[src/verilog/strand_params.svh]
// ################################################
// Sizing of the strand selection stage. The issue
// strand index field is 2 bits, so STRANDS max 4.
// ################################################

`ifndef STRAND_PARAMS_SVH
`define STRAND_PARAMS_SVH

// Hardware threads sharing the pipeline
`define STRANDS 4

// Vector lanes stepped by a strided memory instruction
`define LANES 16

// Issue to writeback for a long instruction, short ones take 1
`define LONG_LATENCY 4

// All-zero word decodes as the NOP class
`define NOP_WORD 32'h0000_0000

`endif

[src/verilog/isa_pkg.sv]
// ################################################
// Instruction word layout and class decode.
// Reserved class codes 6 and 7 decode as SHORT_ALU.
// ################################################

`default_nettype none

package isa_pkg;

	// Class lives in the top 3 bits of the word
	typedef enum logic [2:0] {
		NOP_OP      = 3'd0,
		SHORT_ALU   = 3'd1,
		LONG_ALU    = 3'd2,
		SCALAR_MEM  = 3'd3,
		STRIDED_MEM = 3'd4,
		BRANCH      = 3'd5
	} op_class_e;

	// For STRIDED_MEM the low 8 bits of imm hold the stride
	typedef struct packed {
		logic [2:0]  op_class;
		logic [4:0]  dest;
		logic [4:0]  src_a;
		logic [4:0]  src_b;
		logic [13:0] imm;
	} instruction_t;

	function automatic op_class_e op_class_of(instruction_t instr);
		op_class_e cls;
		if (instr.op_class > 3'd5)
			cls = SHORT_ALU;
		else
			cls = op_class_e'(instr.op_class);
		return cls;
	endfunction

	function automatic logic is_long_latency(instruction_t instr);
		op_class_e cls;
		cls = op_class_of(instr);
		return (cls == LONG_ALU) || (cls == SCALAR_MEM);
	endfunction

endpackage

`default_nettype wire

[src/verilog/strand_pkg.sv]
// ################################################
// Strand control types shared by the selection
// stage. Strand index is fixed at 2 bits.
// ################################################

`default_nettype none

package strand_pkg;
	import isa_pkg::*;

	typedef enum logic [1:0] {
		WAIT_FETCH = 2'd0,
		READY      = 2'd1,
		LANE_LOOP  = 2'd2,
		SUSPENDED  = 2'd3
	} strand_state_e;

	// Held by the fetch unit until the strand requests the next one
	typedef struct packed {
		instruction_t instruction;
		logic         valid;
		logic [31:0]  pc;
		logic         branch_predicted;
	} fetch_slot_t;

	// Single cycle pulses, lane and offset valid with them
	typedef struct packed {
		logic        rollback;
		logic        retry;
		logic        suspend;
		logic        resume;
		logic [3:0]  lane;
		logic [31:0] strided_offset;
	} rollback_t;

	typedef struct packed {
		logic [31:0]  pc;
		instruction_t instruction;
		logic [3:0]   reg_lane;
		logic [31:0]  strided_offset;
		logic [1:0]   strand;
		logic         branch_predicted;
	} issue_t;

endpackage

`default_nettype wire

[src/verilog/strand_fsm.sv]
// ################################################
// Control FSM of one strand. Rollback wins over
// suspend, suspend over retry, retry over a grant.
// ################################################

`default_nettype none

`include "strand_params.svh"

module strand_fsm
	import isa_pkg::*;
	import strand_pkg::*;
(
	input wire logic   clk,
	input wire logic   reset,
	input var fetch_slot_t fetch_i,
	input var rollback_t   rollback_i,
	input wire logic   grant_i,
	output logic       ready_o,
	output logic       next_instruction_o,
	output logic [3:0] reg_lane_o,
	output logic [31:0] strided_offset_o
);
	localparam logic [3:0] FIRST_LANE = 4'(`LANES - 1);

	strand_state_e state_q;
	strand_state_e state_d;
	logic [3:0]    lane_q;
	logic [3:0]    lane_d;
	logic [31:0]   offset_q;
	logic [31:0]   offset_d;
	logic          is_strided;
	logic          last_lane;
	logic          redirect;
	logic          done;

	assign is_strided = op_class_of(fetch_i.instruction) == STRIDED_MEM;
	assign last_lane = lane_q == 4'd0;
	assign redirect = rollback_i.rollback | rollback_i.retry | rollback_i.suspend;

	// Only a held slot may be offered to the arbiter
	assign ready_o = ((state_q == READY) || (state_q == LANE_LOOP)) && fetch_i.valid;

	// Last issue of the current instruction
	assign done = grant_i && (!is_strided || last_lane);

	// A redirect in the same cycle keeps the slot for reissue
	assign next_instruction_o = done && !redirect;

	assign reg_lane_o = lane_q;
	assign strided_offset_o = offset_q;

	always_comb
	begin
		state_d = state_q;
		lane_d = lane_q;
		offset_d = offset_q;
		if (rollback_i.rollback)
		begin
			state_d = rollback_i.suspend ? SUSPENDED : WAIT_FETCH;
			lane_d = rollback_i.lane;
			offset_d = rollback_i.strided_offset;
		end
		else if (rollback_i.suspend)
			state_d = SUSPENDED;
		else if (rollback_i.retry)
		begin
			// Same slot goes out again at the given lane
			state_d = READY;
			lane_d = rollback_i.lane;
			offset_d = rollback_i.strided_offset;
		end
		else
		begin
			case (state_q)
				WAIT_FETCH:
					if (fetch_i.valid)
						state_d = READY;

				READY, LANE_LOOP:
					if (done)
					begin
						state_d = WAIT_FETCH;
						lane_d = FIRST_LANE;
						offset_d = 32'd0;
					end
					else if (grant_i)
					begin
						// Strided issue, step down one lane
						state_d = LANE_LOOP;
						lane_d = lane_q - 4'd1;
						offset_d = offset_q + 32'(fetch_i.instruction.imm[7:0]);
					end

				SUSPENDED:
					if (rollback_i.resume)
						state_d = READY;

				default:
					state_d = WAIT_FETCH;
			endcase
		end
	end

	always_ff @(posedge clk or posedge reset)
	begin
		if (reset)
		begin
			state_q <= WAIT_FETCH;
			lane_q <= FIRST_LANE;
			offset_q <= 32'd0;
		end
		else
		begin
			state_q <= state_d;
			lane_q <= lane_d;
			offset_q <= offset_d;
		end
	end

endmodule

`default_nettype wire

[src/verilog/issue_arbiter.sv]
// ################################################
// Round-robin arbiter with a one-hot grant. The
// grant is combinational from the requests.
// ################################################

`default_nettype none

`include "strand_params.svh"

module issue_arbiter #(
	parameter int WIDTH = `STRANDS
) (
	input wire logic              clk,
	input wire logic              reset,
	input wire logic [WIDTH-1:0]  request_i,
	output logic [WIDTH-1:0]      grant_oh_o
);
	logic [WIDTH-1:0] last_grant_q;
	logic [WIDTH-1:0] above_last;
	logic [WIDTH-1:0] masked_request;

	// Requesters strictly above the last winner go first
	assign above_last = ~((last_grant_q << 1) - WIDTH'(1));
	assign masked_request = request_i & above_last;

	// Lowest set bit of whichever request set applies
	always_comb
	begin
		if (|masked_request)
			grant_oh_o = masked_request & (~masked_request + WIDTH'(1));
		else
			grant_oh_o = request_i & (~request_i + WIDTH'(1));
	end

	// Start as if the top requester won, so bit 0 leads
	always_ff @(posedge clk or posedge reset)
	begin
		if (reset)
			last_grant_q <= WIDTH'(1) << (WIDTH - 1);
		else if (|grant_oh_o)
			last_grant_q <= grant_oh_o;
	end

endmodule

`default_nettype wire

[src/verilog/execute_hazard_detect.sv]
// ################################################
// Writeback conflict check. Anything not long
// latency counts as a 1 cycle instruction.
// ################################################

`default_nettype none

`include "strand_params.svh"

module execute_hazard_detect
	import isa_pkg::*;
	import strand_pkg::*;
(
	input wire logic                 clk,
	input wire logic                 reset,
	input var fetch_slot_t           fetch_i [`STRANDS],
	input wire logic [`STRANDS-1:0]  grant_oh_i,
	output logic [`STRANDS-1:0]      block_o
);
	localparam int DEPTH = `LONG_LATENCY - 1;

	logic [`STRANDS-1:0] pending_long;
	logic                long_granted;
	logic [DEPTH-1:0]    long_issued_q;

	always_comb
	begin
		for (int n = 0; n < `STRANDS; n++)
			pending_long[n] = is_long_latency(fetch_i[n].instruction);
	end

	// Grant is one-hot, so this is the winner's class
	assign long_granted = |(grant_oh_i & pending_long);

	// Bit k set means a long issue k+1 cycles ago
	always_ff @(posedge clk or posedge reset)
	begin
		if (reset)
			long_issued_q <= '0;
		else if (DEPTH > 1)
			long_issued_q <= {long_issued_q[DEPTH-2:0], long_granted};
		else
			long_issued_q <= DEPTH'(long_granted);
	end

	// The top bit matures at the next edge
	// A short issue then would share the writeback slot
	assign block_o = {`STRANDS{long_issued_q[DEPTH-1]}} & ~pending_long;

endmodule

`default_nettype wire

[src/verilog/strand_select_stage.sv]
// ################################################
// Strand selection stage. Fetch slots must be held
// until their request pulse; no back-pressure.
// ################################################

`default_nettype none

`include "strand_params.svh"

module strand_select_stage
	import isa_pkg::*;
	import strand_pkg::*;
(
	input wire logic                 clk,
	input wire logic                 reset,
	input wire logic [`STRANDS-1:0]  strand_enable_i,
	input var fetch_slot_t           fetch_i [`STRANDS],
	input var rollback_t             rollback_i [`STRANDS],
	output logic [`STRANDS-1:0]      instruction_req_o,
	output issue_t                   issue_o
);
	logic [`STRANDS-1:0] strand_ready;
	logic [`STRANDS-1:0] hazard_block;
	logic [`STRANDS-1:0] eligible;
	logic [`STRANDS-1:0] grant_oh;
	logic [3:0]          reg_lane [`STRANDS];
	logic [31:0]         strided_offset [`STRANDS];
	logic [1:0]          grant_idx;

	for (genvar n = 0; n < `STRANDS; n++)
	begin : g_strand
		strand_fsm strand_fsm_inst (
			.clk                (clk),
			.reset              (reset),
			.fetch_i            (fetch_i[n]),
			.rollback_i         (rollback_i[n]),
			.grant_i            (grant_oh[n]),
			.ready_o            (strand_ready[n]),
			.next_instruction_o (instruction_req_o[n]),
			.reg_lane_o         (reg_lane[n]),
			.strided_offset_o   (strided_offset[n])
		);
	end

	execute_hazard_detect hazard_inst (
		.clk        (clk),
		.reset      (reset),
		.fetch_i    (fetch_i),
		.grant_oh_i (grant_oh),
		.block_o    (hazard_block)
	);

	// Disabled or conflicting strands sit out this round
	assign eligible = strand_ready & strand_enable_i & ~hazard_block;

	issue_arbiter #(
		.WIDTH (`STRANDS)
	) arbiter_inst (
		.clk        (clk),
		.reset      (reset),
		.request_i  (eligible),
		.grant_oh_o (grant_oh)
	);

	// One-hot to index
	always_comb
	begin
		grant_idx = 2'd0;
		for (int n = 0; n < `STRANDS; n++)
			if (grant_oh[n])
				grant_idx = 2'(n);
	end

	// Issue register, loaded at the grant edge
	always_ff @(posedge clk or posedge reset)
	begin
		if (reset)
			issue_o <= '0;
		else if (|grant_oh)
		begin
			issue_o.pc <= fetch_i[grant_idx].pc;
			issue_o.instruction <= fetch_i[grant_idx].instruction;
			issue_o.branch_predicted <= fetch_i[grant_idx].branch_predicted;
			issue_o.reg_lane <= reg_lane[grant_idx];
			issue_o.strided_offset <= strided_offset[grant_idx];
			issue_o.strand <= grant_idx;
		end
		else
		begin
			// Bubble, strand and lane fields hold
			issue_o.pc <= 32'd0;
			issue_o.instruction <= `NOP_WORD;
			issue_o.branch_predicted <= 1'b0;
		end
	end

endmodule

`default_nettype wire

[config.mk]
export PLATFORM = sky130hd
export DESIGN_NAME = strand_select_stage
export DESIGN_NICKNAME = d
export VERILOG_FILES = /design/src/verilog/isa_pkg.sv /design/src/verilog/strand_pkg.sv /design/src/verilog/strand_fsm.sv /design/src/verilog/issue_arbiter.sv /design/src/verilog/execute_hazard_detect.sv /design/src/verilog/strand_select_stage.sv
export VERILOG_INCLUDE_DIRS = /design/src /design/src/verilog
export SDC_FILE = /design/constraint.sdc
export NUM_CORES = 1
export LEC_CHECK = 0
export BUFFER_PORTS_ARGS = -buffer_cell sky130_fd_sc_hd__buf_2
export CORE_MARGIN = 4
export CORE_UTILIZATION = 30
export DETAILED_ROUTE_END_ITERATION = 8
export HOLD_SLACK_MARGIN = 0.03
export PLACE_DENSITY_LB_ADDON = 0.2
export SLEW_MARGIN = 20
export SYNTH_ARGS = -nofsm -noshare
export SYNTH_HDL_FRONTEND = slang
export SYNTH_SLANG_ARGS = --single-unit
export TNS_END_PERCENT = 30
[constraint.sdc]
create_clock -name clk -period 9.9 [get_ports clk]
set_input_delay 1.98 -clock clk [delete_from_list [all_inputs] [get_ports clk]]
set_output_delay 1.98 -clock clk [all_outputs]
set_load 0.01 [all_outputs]
==> impl_summary.txt, run 1 <==
----------------------------------------------------
[Clocking]
  H-tree levels ... 2
  TritonCTS clock tree ... yes
  Source-to-sink clock delay at the later pin of the worst-skew pair ... 570 ps
  Max Buffers Root-to-Sink ... 3
  Total clock buffers created by CTS ... 36
  Hold-fix buffers at CTS ... 0
  Clock transition at path regs ... 50 ps
  Sink Count ... 261
  # resized after CTS ... 0
  Clk root buf ... sky130_fd_sc_hd__clkbuf_16
  Post-CTS setup buffer count ... 0

[Synthesis]
  Number of enable flip-flop cells after synthesis ... 0
  Sequential share of the synthesized area ... 37.4%
  Count of warnings emitted by yosys ... 0
  Number of nets in the synthesized netlist ... 2591
  Netlist area before placement ... 17500 µm²
  Count of state elements after synthesis ... 261
  Post-synthesis instance total ... 2112
  Asr flop ratio synth ... 100%
  Netlist cell types ... 86
  Avg Inst Size Synth ... 8.29 µm²
  Post-synth top flop ... sky130_fd_sc_hd__dfrtp_1

[Min path]
  Hold Path Cell Cnt ... 0
  Worst min-delay path class ... flop to flop

[Power]
  Power density cells ... 219 nW/µm²
  Overall power ... 4.78 mW
  Peak supply drop ... 106 µV
  Leakage power ... 10.0 nW

[Worst setup path]
  Arrival @ worst endpoint ... 4070 ps
  Kind of start point of the critical path ... input port
  End of the worst register-to-register path ... issue_o[31]
  Critical path capture point type ... output port
  Termination of the worst setup path ... instruction_req_o[3]
  Reg-to-reg critical path startpoint ... g_strand[2].strand_fsm_inst.state_q[0]
  Worst r2r path cells ... 10
  Worst-path cell chain ... buf_2 > nand3_1 > a21o_1 > a21boi_4 > or3_4 > nor4_1 > buf_2
  CP Buf/Inv Count ... 2
  Crit path depth ... 7
  Reg2reg setup slack ... 5890 ps
  Launch point of the critical path ... fetch_i[165]
  Cell at the slowest stage of the critical path ... sky130_fd_sc_hd__or3_4
  Critical path start-end classification ... input port to output port
  Family with the most delay on the worst path ... simple AND/OR/NAND/NOR gates
  Cell repeated most along the worst path ... sky130_fd_sc_hd__buf_2
  Req. time, crit path ... 7920 ps
  Largest driver fanout on the critical path ... 37
  Longest individual stage delay on the worst path ... 650 ps

[Final layout]
  Nets ... 3028
  Post-route cell area ... 21900 µm²
  Storage element area ... 6550 µm²
  Share of post-route cells with drive strength above 1 ... 26.1%
  Fill cell count ... 6047
  Area added between synthesis and finish ... 24.8%
  Footprint of the multi-input gates ... 9970 µm²

[GRT]
  Vias in the first global route ... 18200
  Largest net degree at the start of global routing ... 155
  Global routing's busiest layer ... met2
  Met2 usage in global routing ... 44.2%
  Initial antenna violation count ... 11
  Met1 capacity usage during global routing ... 34.4%
  Final global-route overflow total ... 0
  Global router's overall resource usage ... 26.2%
  Met3 usage ... 5.33%
  Wire length of the first global-routing pass ... 125 mm

[STA]
  Clock tree skew after final layout ... 26.3 ps
  Total setup violations reported at the end of the flow ... 0
  Final Slew Violations ... 0
  Fin crit share ... 61.1%
  Transition time at the pin with the least slew margin ... 1100 ps
  Setup TNS ... 0 ps
  Top achievable clock speed ... 165 MHz
  Least setup slack across all paths after layout ... 3850 ps
  Hold Fails Final Rpt ... 0
  Fin crit period ... 6050 ps
  RSZ-0062 raised after global routing ... no
  Hold slack ... 357 ps
  Max_slew headroom ... 26.7%

[Drt]
  Ratio of routed vias to standard cells ... 5.72
  Wire length after detailed routing ... 86.4 mm
  Number of detailed-routing iterations run before antenna repair ... 5
  Count of antenna-violating nets left after detailed routing ... 0
  DRC marker count from the first detailed-route iteration ... 1760
  Residual DRC count ... 0
  Via count ... 19100
  DR WL/cell ... 25.8 µm

[Placed design]
  Area post-placement ... 20700 µm²
  Worst setup timing slack at the placement stage ... 3860 ps
  Placer's final routability congestion estimate ... 0.966
  HPWL reported at the end of detailed placement ... 65.7 mm
  Port Buffers ... 536

[Floorplanning]
  Core area ... 57700 µm²
  Horiz. Die Dim ... 250 µm
  Die Footprint ... 62300 µm²
  Die extent in y ... 250 µm
  Rows ... 88
  Starting density of the core ... 30.3%
  I/O pins ... 537

[Job]
  Maximum Capacitance Violations ... 0

[Run status]
  Status ... finished, final reports clean

----------------------------------------------------
==> worst min path at each step <==
stage	from	end	slack (ps)
detailed placement	hazard_inst.long_issued_q[0]	hazard_inst.long_issued_q[1]	340
global route	hazard_inst.long_issued_q[0]	hazard_inst.long_issued_q[1]	360
CTS	hazard_inst.long_issued_q[0]	hazard_inst.long_issued_q[1]	360
floorplan	hazard_inst.long_issued_q[0]	hazard_inst.long_issued_q[1]	330
finish	hazard_inst.long_issued_q[0]	hazard_inst.long_issued_q[1]	360
global placement	hazard_inst.long_issued_q[0]	hazard_inst.long_issued_q[1]	340
==> placed cells by master, fill, tap and decap left out, drive strengths merged, types with 13 or more instances in the layout <==
cell type and count:
nor2 206, mux2i 69, o21ai 208, a221oi 15
a21oi 229, nand3 61, dfrtp 245, a22oi 31
nor3 37, a31oi 40, nand4 20, buf 559
o311ai 13, ha 45, dfstp 16, o221ai 44
o21a 77, clkbuf 53, o211ai 23, o31a 21
inv 98, and2 14, o22ai 62, nor4 18
and3 22, nand2 145, xnor2 15, o31ai 37
==> sequential cells by signal, indices dropped and copies added (netlist names) <==
| register | flops |
|---|---|
| g_strand.strand_fsm_inst.reg_lane_o | 16 |
| g_strand.strand_fsm_inst.state_q | 8 |
| arbiter_inst.last_grant_q | 3 |
| issue_o | 103 |
| hazard_inst.long_issued_q | 3 |
| g_strand.strand_fsm_inst.strided_offset_o | 128 |
==> layout make-up <==
cell class                 count  area share [%]
antenna                        5          0.0572
clock buffer                  53            4.69
clock inverter                12           0.458
inverter                      96            1.68
multi-input combinational   1595            45.6
sequential                   261            30.0
tap                          765            4.38
timing repair buffer         559            13.1
==> cells by family (layout without fill, tap and decap cells) <==
logic type,Yosys count,count (layout),share of synthesized area (%)
muxes,70,70,4.01
buffers and inverters,256,720,6.07
DFF,261,261,37.4
xor gates and xnor gates,22,22,1.10
adders and majority gates,49,49,3.67
and+or+nand+nor,580,580,15.6
other,0,5,0
AOI/OAI and AO/OA,874,874,32.1
==> power by group <==
group,total (mW),switching [mW],internal [mW]
Clock,1.27,0.549,0.725
Combinational,1.82,1.14,0.686
Sequential,1.69,0.312,1.37
==> worst register-to-register path: stages, from the launching register on <==
cell and delay (ps):
sky130_fd_sc_hd__dfrtp_1 350, sky130_fd_sc_hd__inv_1 60, sky130_fd_sc_hd__ha_1 380, sky130_fd_sc_hd__nand3_1 270
sky130_fd_sc_hd__a21o_1 290, sky130_fd_sc_hd__o21ai_2 390, sky130_fd_sc_hd__or3_4 560, sky130_fd_sc_hd__buf_4 800
sky130_fd_sc_hd__nand2_2 310, sky130_fd_sc_hd__o221ai_1 360, sky130_fd_sc_hd__a21oi_1 110
==> per-layer routing <==
layer	up-vias	wire length (µm)
met5	-	73
met4	12	2570
met3	128	6290
met2	848	41600
met1	9387	35900
li1	8749	-
==> synth_stat cells, drive strengths merged (11+ instances only) <==
cell type | number | area, µm²
a31oi | 40 | 265
buf | 62 | 335
o31a | 21 | 184
clkbuf | 98 | 368
o311ai | 13 | 114
o21a | 77 | 578
a32oi | 12 | 105
dfstp | 16 | 420
xnor2 | 15 | 131
nor4 | 18 | 125
nand2 | 145 | 549
o21ai | 208 | 1060
nand4 | 20 | 131
a22oi | 31 | 233
o22ai | 62 | 388
dfrtp | 245 | 6130
mux2i | 69 | 691
a21oi | 229 | 1150
o221ai | 44 | 385
and3 | 22 | 138
nor3 | 37 | 200
a221oi | 15 | 131
and2 | 14 | 87.6
ha | 45 | 563
a21o | 11 | 82.6
nand3 | 61 | 305
o31ai | 37 | 292
inv | 96 | 360
o211ai | 23 | 173
nor2 | 206 | 776
==> per-stage QoR <==
stage | util, % | instances
floorplan | - | 2112
global placement | 35.9 | 3276
detailed placement | 35.9 | 3276
CTS | 37.9 | 3341
global route | 37.9 | 3343
finish | 37.9 | 3346
Power figures use the tool's default switching activity.
==> run 2: changes to the inputs <==
--- a/config.mk
+++ b/config.mk
@@ -6,6 +6,7 @@
 export SDC_FILE = /design/constraint.sdc
 export NUM_CORES = 1
 export LEC_CHECK = 0
+export ABC_AREA = 1
 export BUFFER_PORTS_ARGS = -buffer_cell sky130_fd_sc_hd__buf_2
 export CORE_MARGIN = 4
 export CORE_UTILIZATION = 30
==> constraint.sdc (replaced) <==
create_clock -name clk -period 5.2 [get_ports clk]
set_input_delay 1.04 -clock clk [delete_from_list [all_inputs] [get_ports clk]]
set_output_delay 1.04 -clock clk [all_outputs]
set_load 0.01 [all_outputs]
==> run 2 against run 1 <==
Compared with the run above: sequential share of layout area shrank 3.5 points; via count grew 19%; non-clock buffer count grew 7; design area grew 13%; sequential power grew 95%; synthesized cell count grew 54%; clock-buffer cell count is the same; area after synthesis grew 15%; register-to-register slack lost 4200 ps; flip-flop and latch count is the same; routed wire length grew 9.0%.
==> impl_summary.txt, run 2 <==
----------------------------------------------------
[STA]
  Hold Fails Final Rpt ... 0 (unchanged)
  Fin crit period ... 4230 ps
  Final Slew Violations ... 0 (unchanged)
  Max_slew headroom ... 28.1% (+1.5 points)
  Least setup slack across all paths after layout ... 973 ps (-2880 ps)
  Fin crit share ... 81.3%
  Hold slack ... 350 ps (-7.09 ps)
  Top achievable clock speed ... 237 MHz
  RSZ-0062 raised after global routing ... no
  Transition time at the pin with the least slew margin ... 1080 ps (-18.1 ps)
  Clock tree skew after final layout ... 38.4 ps (+12.1 ps)
  Total setup violations reported at the end of the flow ... 0 (unchanged)
  Setup TNS ... 0 ps (unchanged)

[Worst setup path]
  Cell at the slowest stage of the critical path ... sky130_fd_sc_hd__nand3_1
  Largest driver fanout on the critical path ... 6 (-84%)
  Req. time, crit path ... 4160 ps (-3760 ps)
  Critical path start-end classification ... flop to output port
  Longest individual stage delay on the worst path ... 450 ps (-200 ps)
  Worst-path cell chain ... inv_1 > ha_1 > inv_2 > nor2_2 > nand2_1 > nor2_1 > nand2_1 > nand2_1 > nand3_1 > nor3_1 > buf_2
  Kind of start point of the critical path ... flop
  Cell repeated most along the worst path ... sky130_fd_sc_hd__nand2_1
  Arrival @ worst endpoint ... 3190 ps (-880 ps)
  Critical path capture point type ... output port

[Synthesis]
  Leading cell types by total area after synthesis ... sky130_fd_sc_hd__dfrtp_1 (30%), sky130_fd_sc_hd__nand2_1 (18%), sky130_fd_sc_hd__nor2_1 (8.8%)
  Number of enable flip-flop cells after synthesis ... 0 (unchanged)
  Number of nets in the synthesized netlist ... 3725 (+44%)
  Sequential share of the synthesized area ... 32.6% (-4.8 points)
  Count of state elements after synthesis ... 261 (unchanged)
  Netlist area before placement ... 20100 µm² (+15%)
  Biggest area consumer among synthesized cells ... sky130_fd_sc_hd__dfrtp_1
  Asr flop ratio synth ... 100% (unchanged)
  Area share of the leading cell type in the synthesized netlist ... 30.5% (-4.5 points)
  Dominant cell by count in the synthesized netlist ... sky130_fd_sc_hd__nand2_1
  Avg Inst Size Synth ... 6.20 µm² (-25%)
  Count of warnings emitted by yosys ... 0 (unchanged)
  Post-synthesis instance total ... 3246 (+54%)
  Post-synth top cells ... sky130_fd_sc_hd__nand2_1 (983), sky130_fd_sc_hd__nor2_1 (474), sky130_fd_sc_hd__inv_1 (363)
  Netlist cell types ... 40 (-53%)
  Post-synth top flop ... sky130_fd_sc_hd__dfrtp_1

[Final layout]
  Largest register FFs ... 128 (unchanged)
  Highest-count cells in the layout ignoring fill and taps ... sky130_fd_sc_hd__nand2_1 (983), sky130_fd_sc_hd__buf_2 (536), sky130_fd_sc_hd__nor2_1 (474)
  Nets ... 4181 (+38%)
  Storage element area ... 6550 µm² (unchanged)
  Fin cells ... 4595 (+37%)
  Fill cell count ... 7363 (+22%)
  Most common cell after layout, fill and taps aside ... sky130_fd_sc_hd__nand2_1
  Footprint of the multi-input gates ... 11500 µm² (+15%)
  Area added between synthesis and finish ... 22.8%
  Share of post-route cells with drive strength above 1 ... 18.2% (-7.9 points)

[GRT]
  Global router's overall resource usage ... 25.3% (-0.89 points)
  Final global-route overflow total ... 0 (unchanged)
  Vias in the first global route ... 21700 (+19%)
  Largest net degree at the start of global routing ... 119 (-23%)
  Wire length of the first global-routing pass ... 137 mm (+10%)
  Initial antenna violation count ... 5 (-6)

[Power]
  Overall power ... 10.5 mW (+120%)
  Combinational power share ... 43.7% (+5.6 points)
  Fraction of power consumed by sequential logic ... 31.5% (-3.7 points)
  Switching power ... 4.84 mW (+140%)
  Switching portion of total power ... 46.2% (+4.4 points)
  Cell internal pwr ... 5.64 mW (+100%)
  Power share of the clock group ... 24.8% (-1.9 points)
  Leakage power ... 13.1 nW (+31%)
  Power density cells ... 424 nW/µm² (+94%)
  Peak supply drop ... 237 µV (+120%)

[Drt]
  Met3 routed wirelength ... 6.32 mm (+0.51%)
  Residual DRC count ... 0 (unchanged)
  Total routed wire length on the met1 layer ... 39.7 mm (+10%)
  Via count ... 22700 (+19%)
  Count of antenna-violating nets left after detailed routing ... 0 (unchanged)
  Ratio of routed vias to standard cells ... 4.95 (-13%)
  DRC marker count from the first detailed-route iteration ... 1840 (+4.5%)
  DR WL/cell ... 20.5 µm (-21%)
  Wire length after detailed routing ... 94.2 mm (+9.0%)
  Top layer reached by signal wires ... met5
  Routed wire length on met2 ... 44.0 mm (+5.8%)
  Number of detailed-routing iterations run before antenna repair ... 5 (unchanged)

[Floorplanning]
  Die Footprint ... 71300 µm² (+14%)
  Horiz. Die Dim ... 267 µm (+7.0%)
  Die extent in y ... 267 µm (+7.0%)
  Rows ... 94 (+6.8%)
  Core area ... 66100 µm² (+15%)
  I/O pins ... 537 (unchanged)
  Starting density of the core ... 30.4% (+0.083 points)

[Clocking]
  Clk root buf ... sky130_fd_sc_hd__clkbuf_16
  Clock transition at path regs ... 60 ps (about the same)
  Sink Count ... 261 (unchanged)
  Total clock buffers created by CTS ... 38 (+5.6%)
  Hold-fix buffers at CTS ... 0 (unchanged)
  Max Buffers Root-to-Sink ... 3 (unchanged)
  Source-to-sink clock delay at the later pin of the worst-skew pair ... 570 ps (about the same)
  H-tree levels ... 2 (unchanged)
  TritonCTS clock tree ... yes
  Post-CTS setup buffer count ... 0 (unchanged)
  # resized after CTS ... 0 (unchanged)

[Placed design]
  Placer's final routability congestion estimate ... 0.960 (-0.60%)
  HPWL reported at the end of detailed placement ... 74.0 mm (+13%)
  Port Buffers ... 536 (unchanged)
  Count of placed standard cells including taps ... 4526 (+38%)
  Worst setup timing slack at the placement stage ... 1230 ps (-2630 ps)

[Run status]
  Status ... finished, final reports clean

[Job]
  Maximum Capacitance Violations ... 0 (unchanged)

[Min path]
  Worst min-delay path class ... flop to flop

----------------------------------------------------
[run 2: changes by cell type in the layout (fill, tap and decap cells not counted), sizes merged, moves of 26 or more]
cell    before  now
a21oi      229  178
nand3b       2   66
inv         98  373
nand4       20   46
nor2       206  478
a31oi       40    0
nand2      145  987
nand3       61  332
mux2i       69    0
o21a        77    2
a22oi       31    0
o221ai      44    0
o22ai       62    8
o31ai       37    0
[run 2: final timing paths]
kind	from	to	slack (ps)	depth (start not counted)
max	g_strand[3].strand_fsm_inst.state_q[1]	instruction_req_o[3]	970	11
min	hazard_inst.long_issued_q[0]	hazard_inst.long_issued_q[1]	350	0
max reg2reg	g_strand[3].strand_fsm_inst.state_q[1]	arbiter_inst.last_grant_q[1]	1690	13
min reg2reg	hazard_inst.long_issued_q[0]	hazard_inst.long_issued_q[1]	350	0
max in group asynchronous	reset	g_strand[0].strand_fsm_inst.strided_offset_o[27]	3700	3
min in group asynchronous	reset	g_strand[2].strand_fsm_inst.state_q[0]	470	2
[run 2: cells by family after synthesis]
logic type	after synthesis	share of synthesized area, %
simple gates	1967	41.2
buf+inv	524	10.6
compound gates	396	10.2
flops	261	32.6
xor+xnor	49	2.13
fa+ha+maj	49	3.20
[run 2: layout make-up]
class	count	share of cell area, %
antenna	1	0.0101
timing repair buffer	566	12.1
clock inverter	15	0.542
inverter	374	5.70
clock buffer	53	4.37
multi-input combinational	2461	46.4
tap	864	4.38
sequential	261	26.5
[run 2: metal layers]
metal | vias up | global-route usage, %
met5 | - | 0
met4 | 8 | 9.95
met3 | 153 | 4.34
met2 | 836 | 42.4
met1 | 10500 | 32.7
li1 | 11200 | -
[run 2: critical path, delay by kind of cell (launching register included)]
family	cells	cell delay [ps]
adder cells (fa/ha/maj)	1	350
buffers and inverters	3	310
flip-flops	1	380
AND/OR/NAND/NOR	7	1580
[run 2: stage by stage]
step	cell area [µm²]	utilization (%)
finish	24700	37.4
global route	24700	37.4
CTS	24700	37.4
detailed placement	23500	35.5
global placement	23500	35.5
floorplan	20100	-
[run 2: power by group through the flow]
stage,clock network (mW),logic [mW],registers [mW]
6_report,2.60,4.58,3.30
5_1_grt,2.73,5.12,3.35
4_1_cts,2.66,4.60,3.28
3_5_place_dp,0,4.59,3.29
3_3_place_gp,0,4.56,3.32
2_1_floorplan,0,2.77,3.15
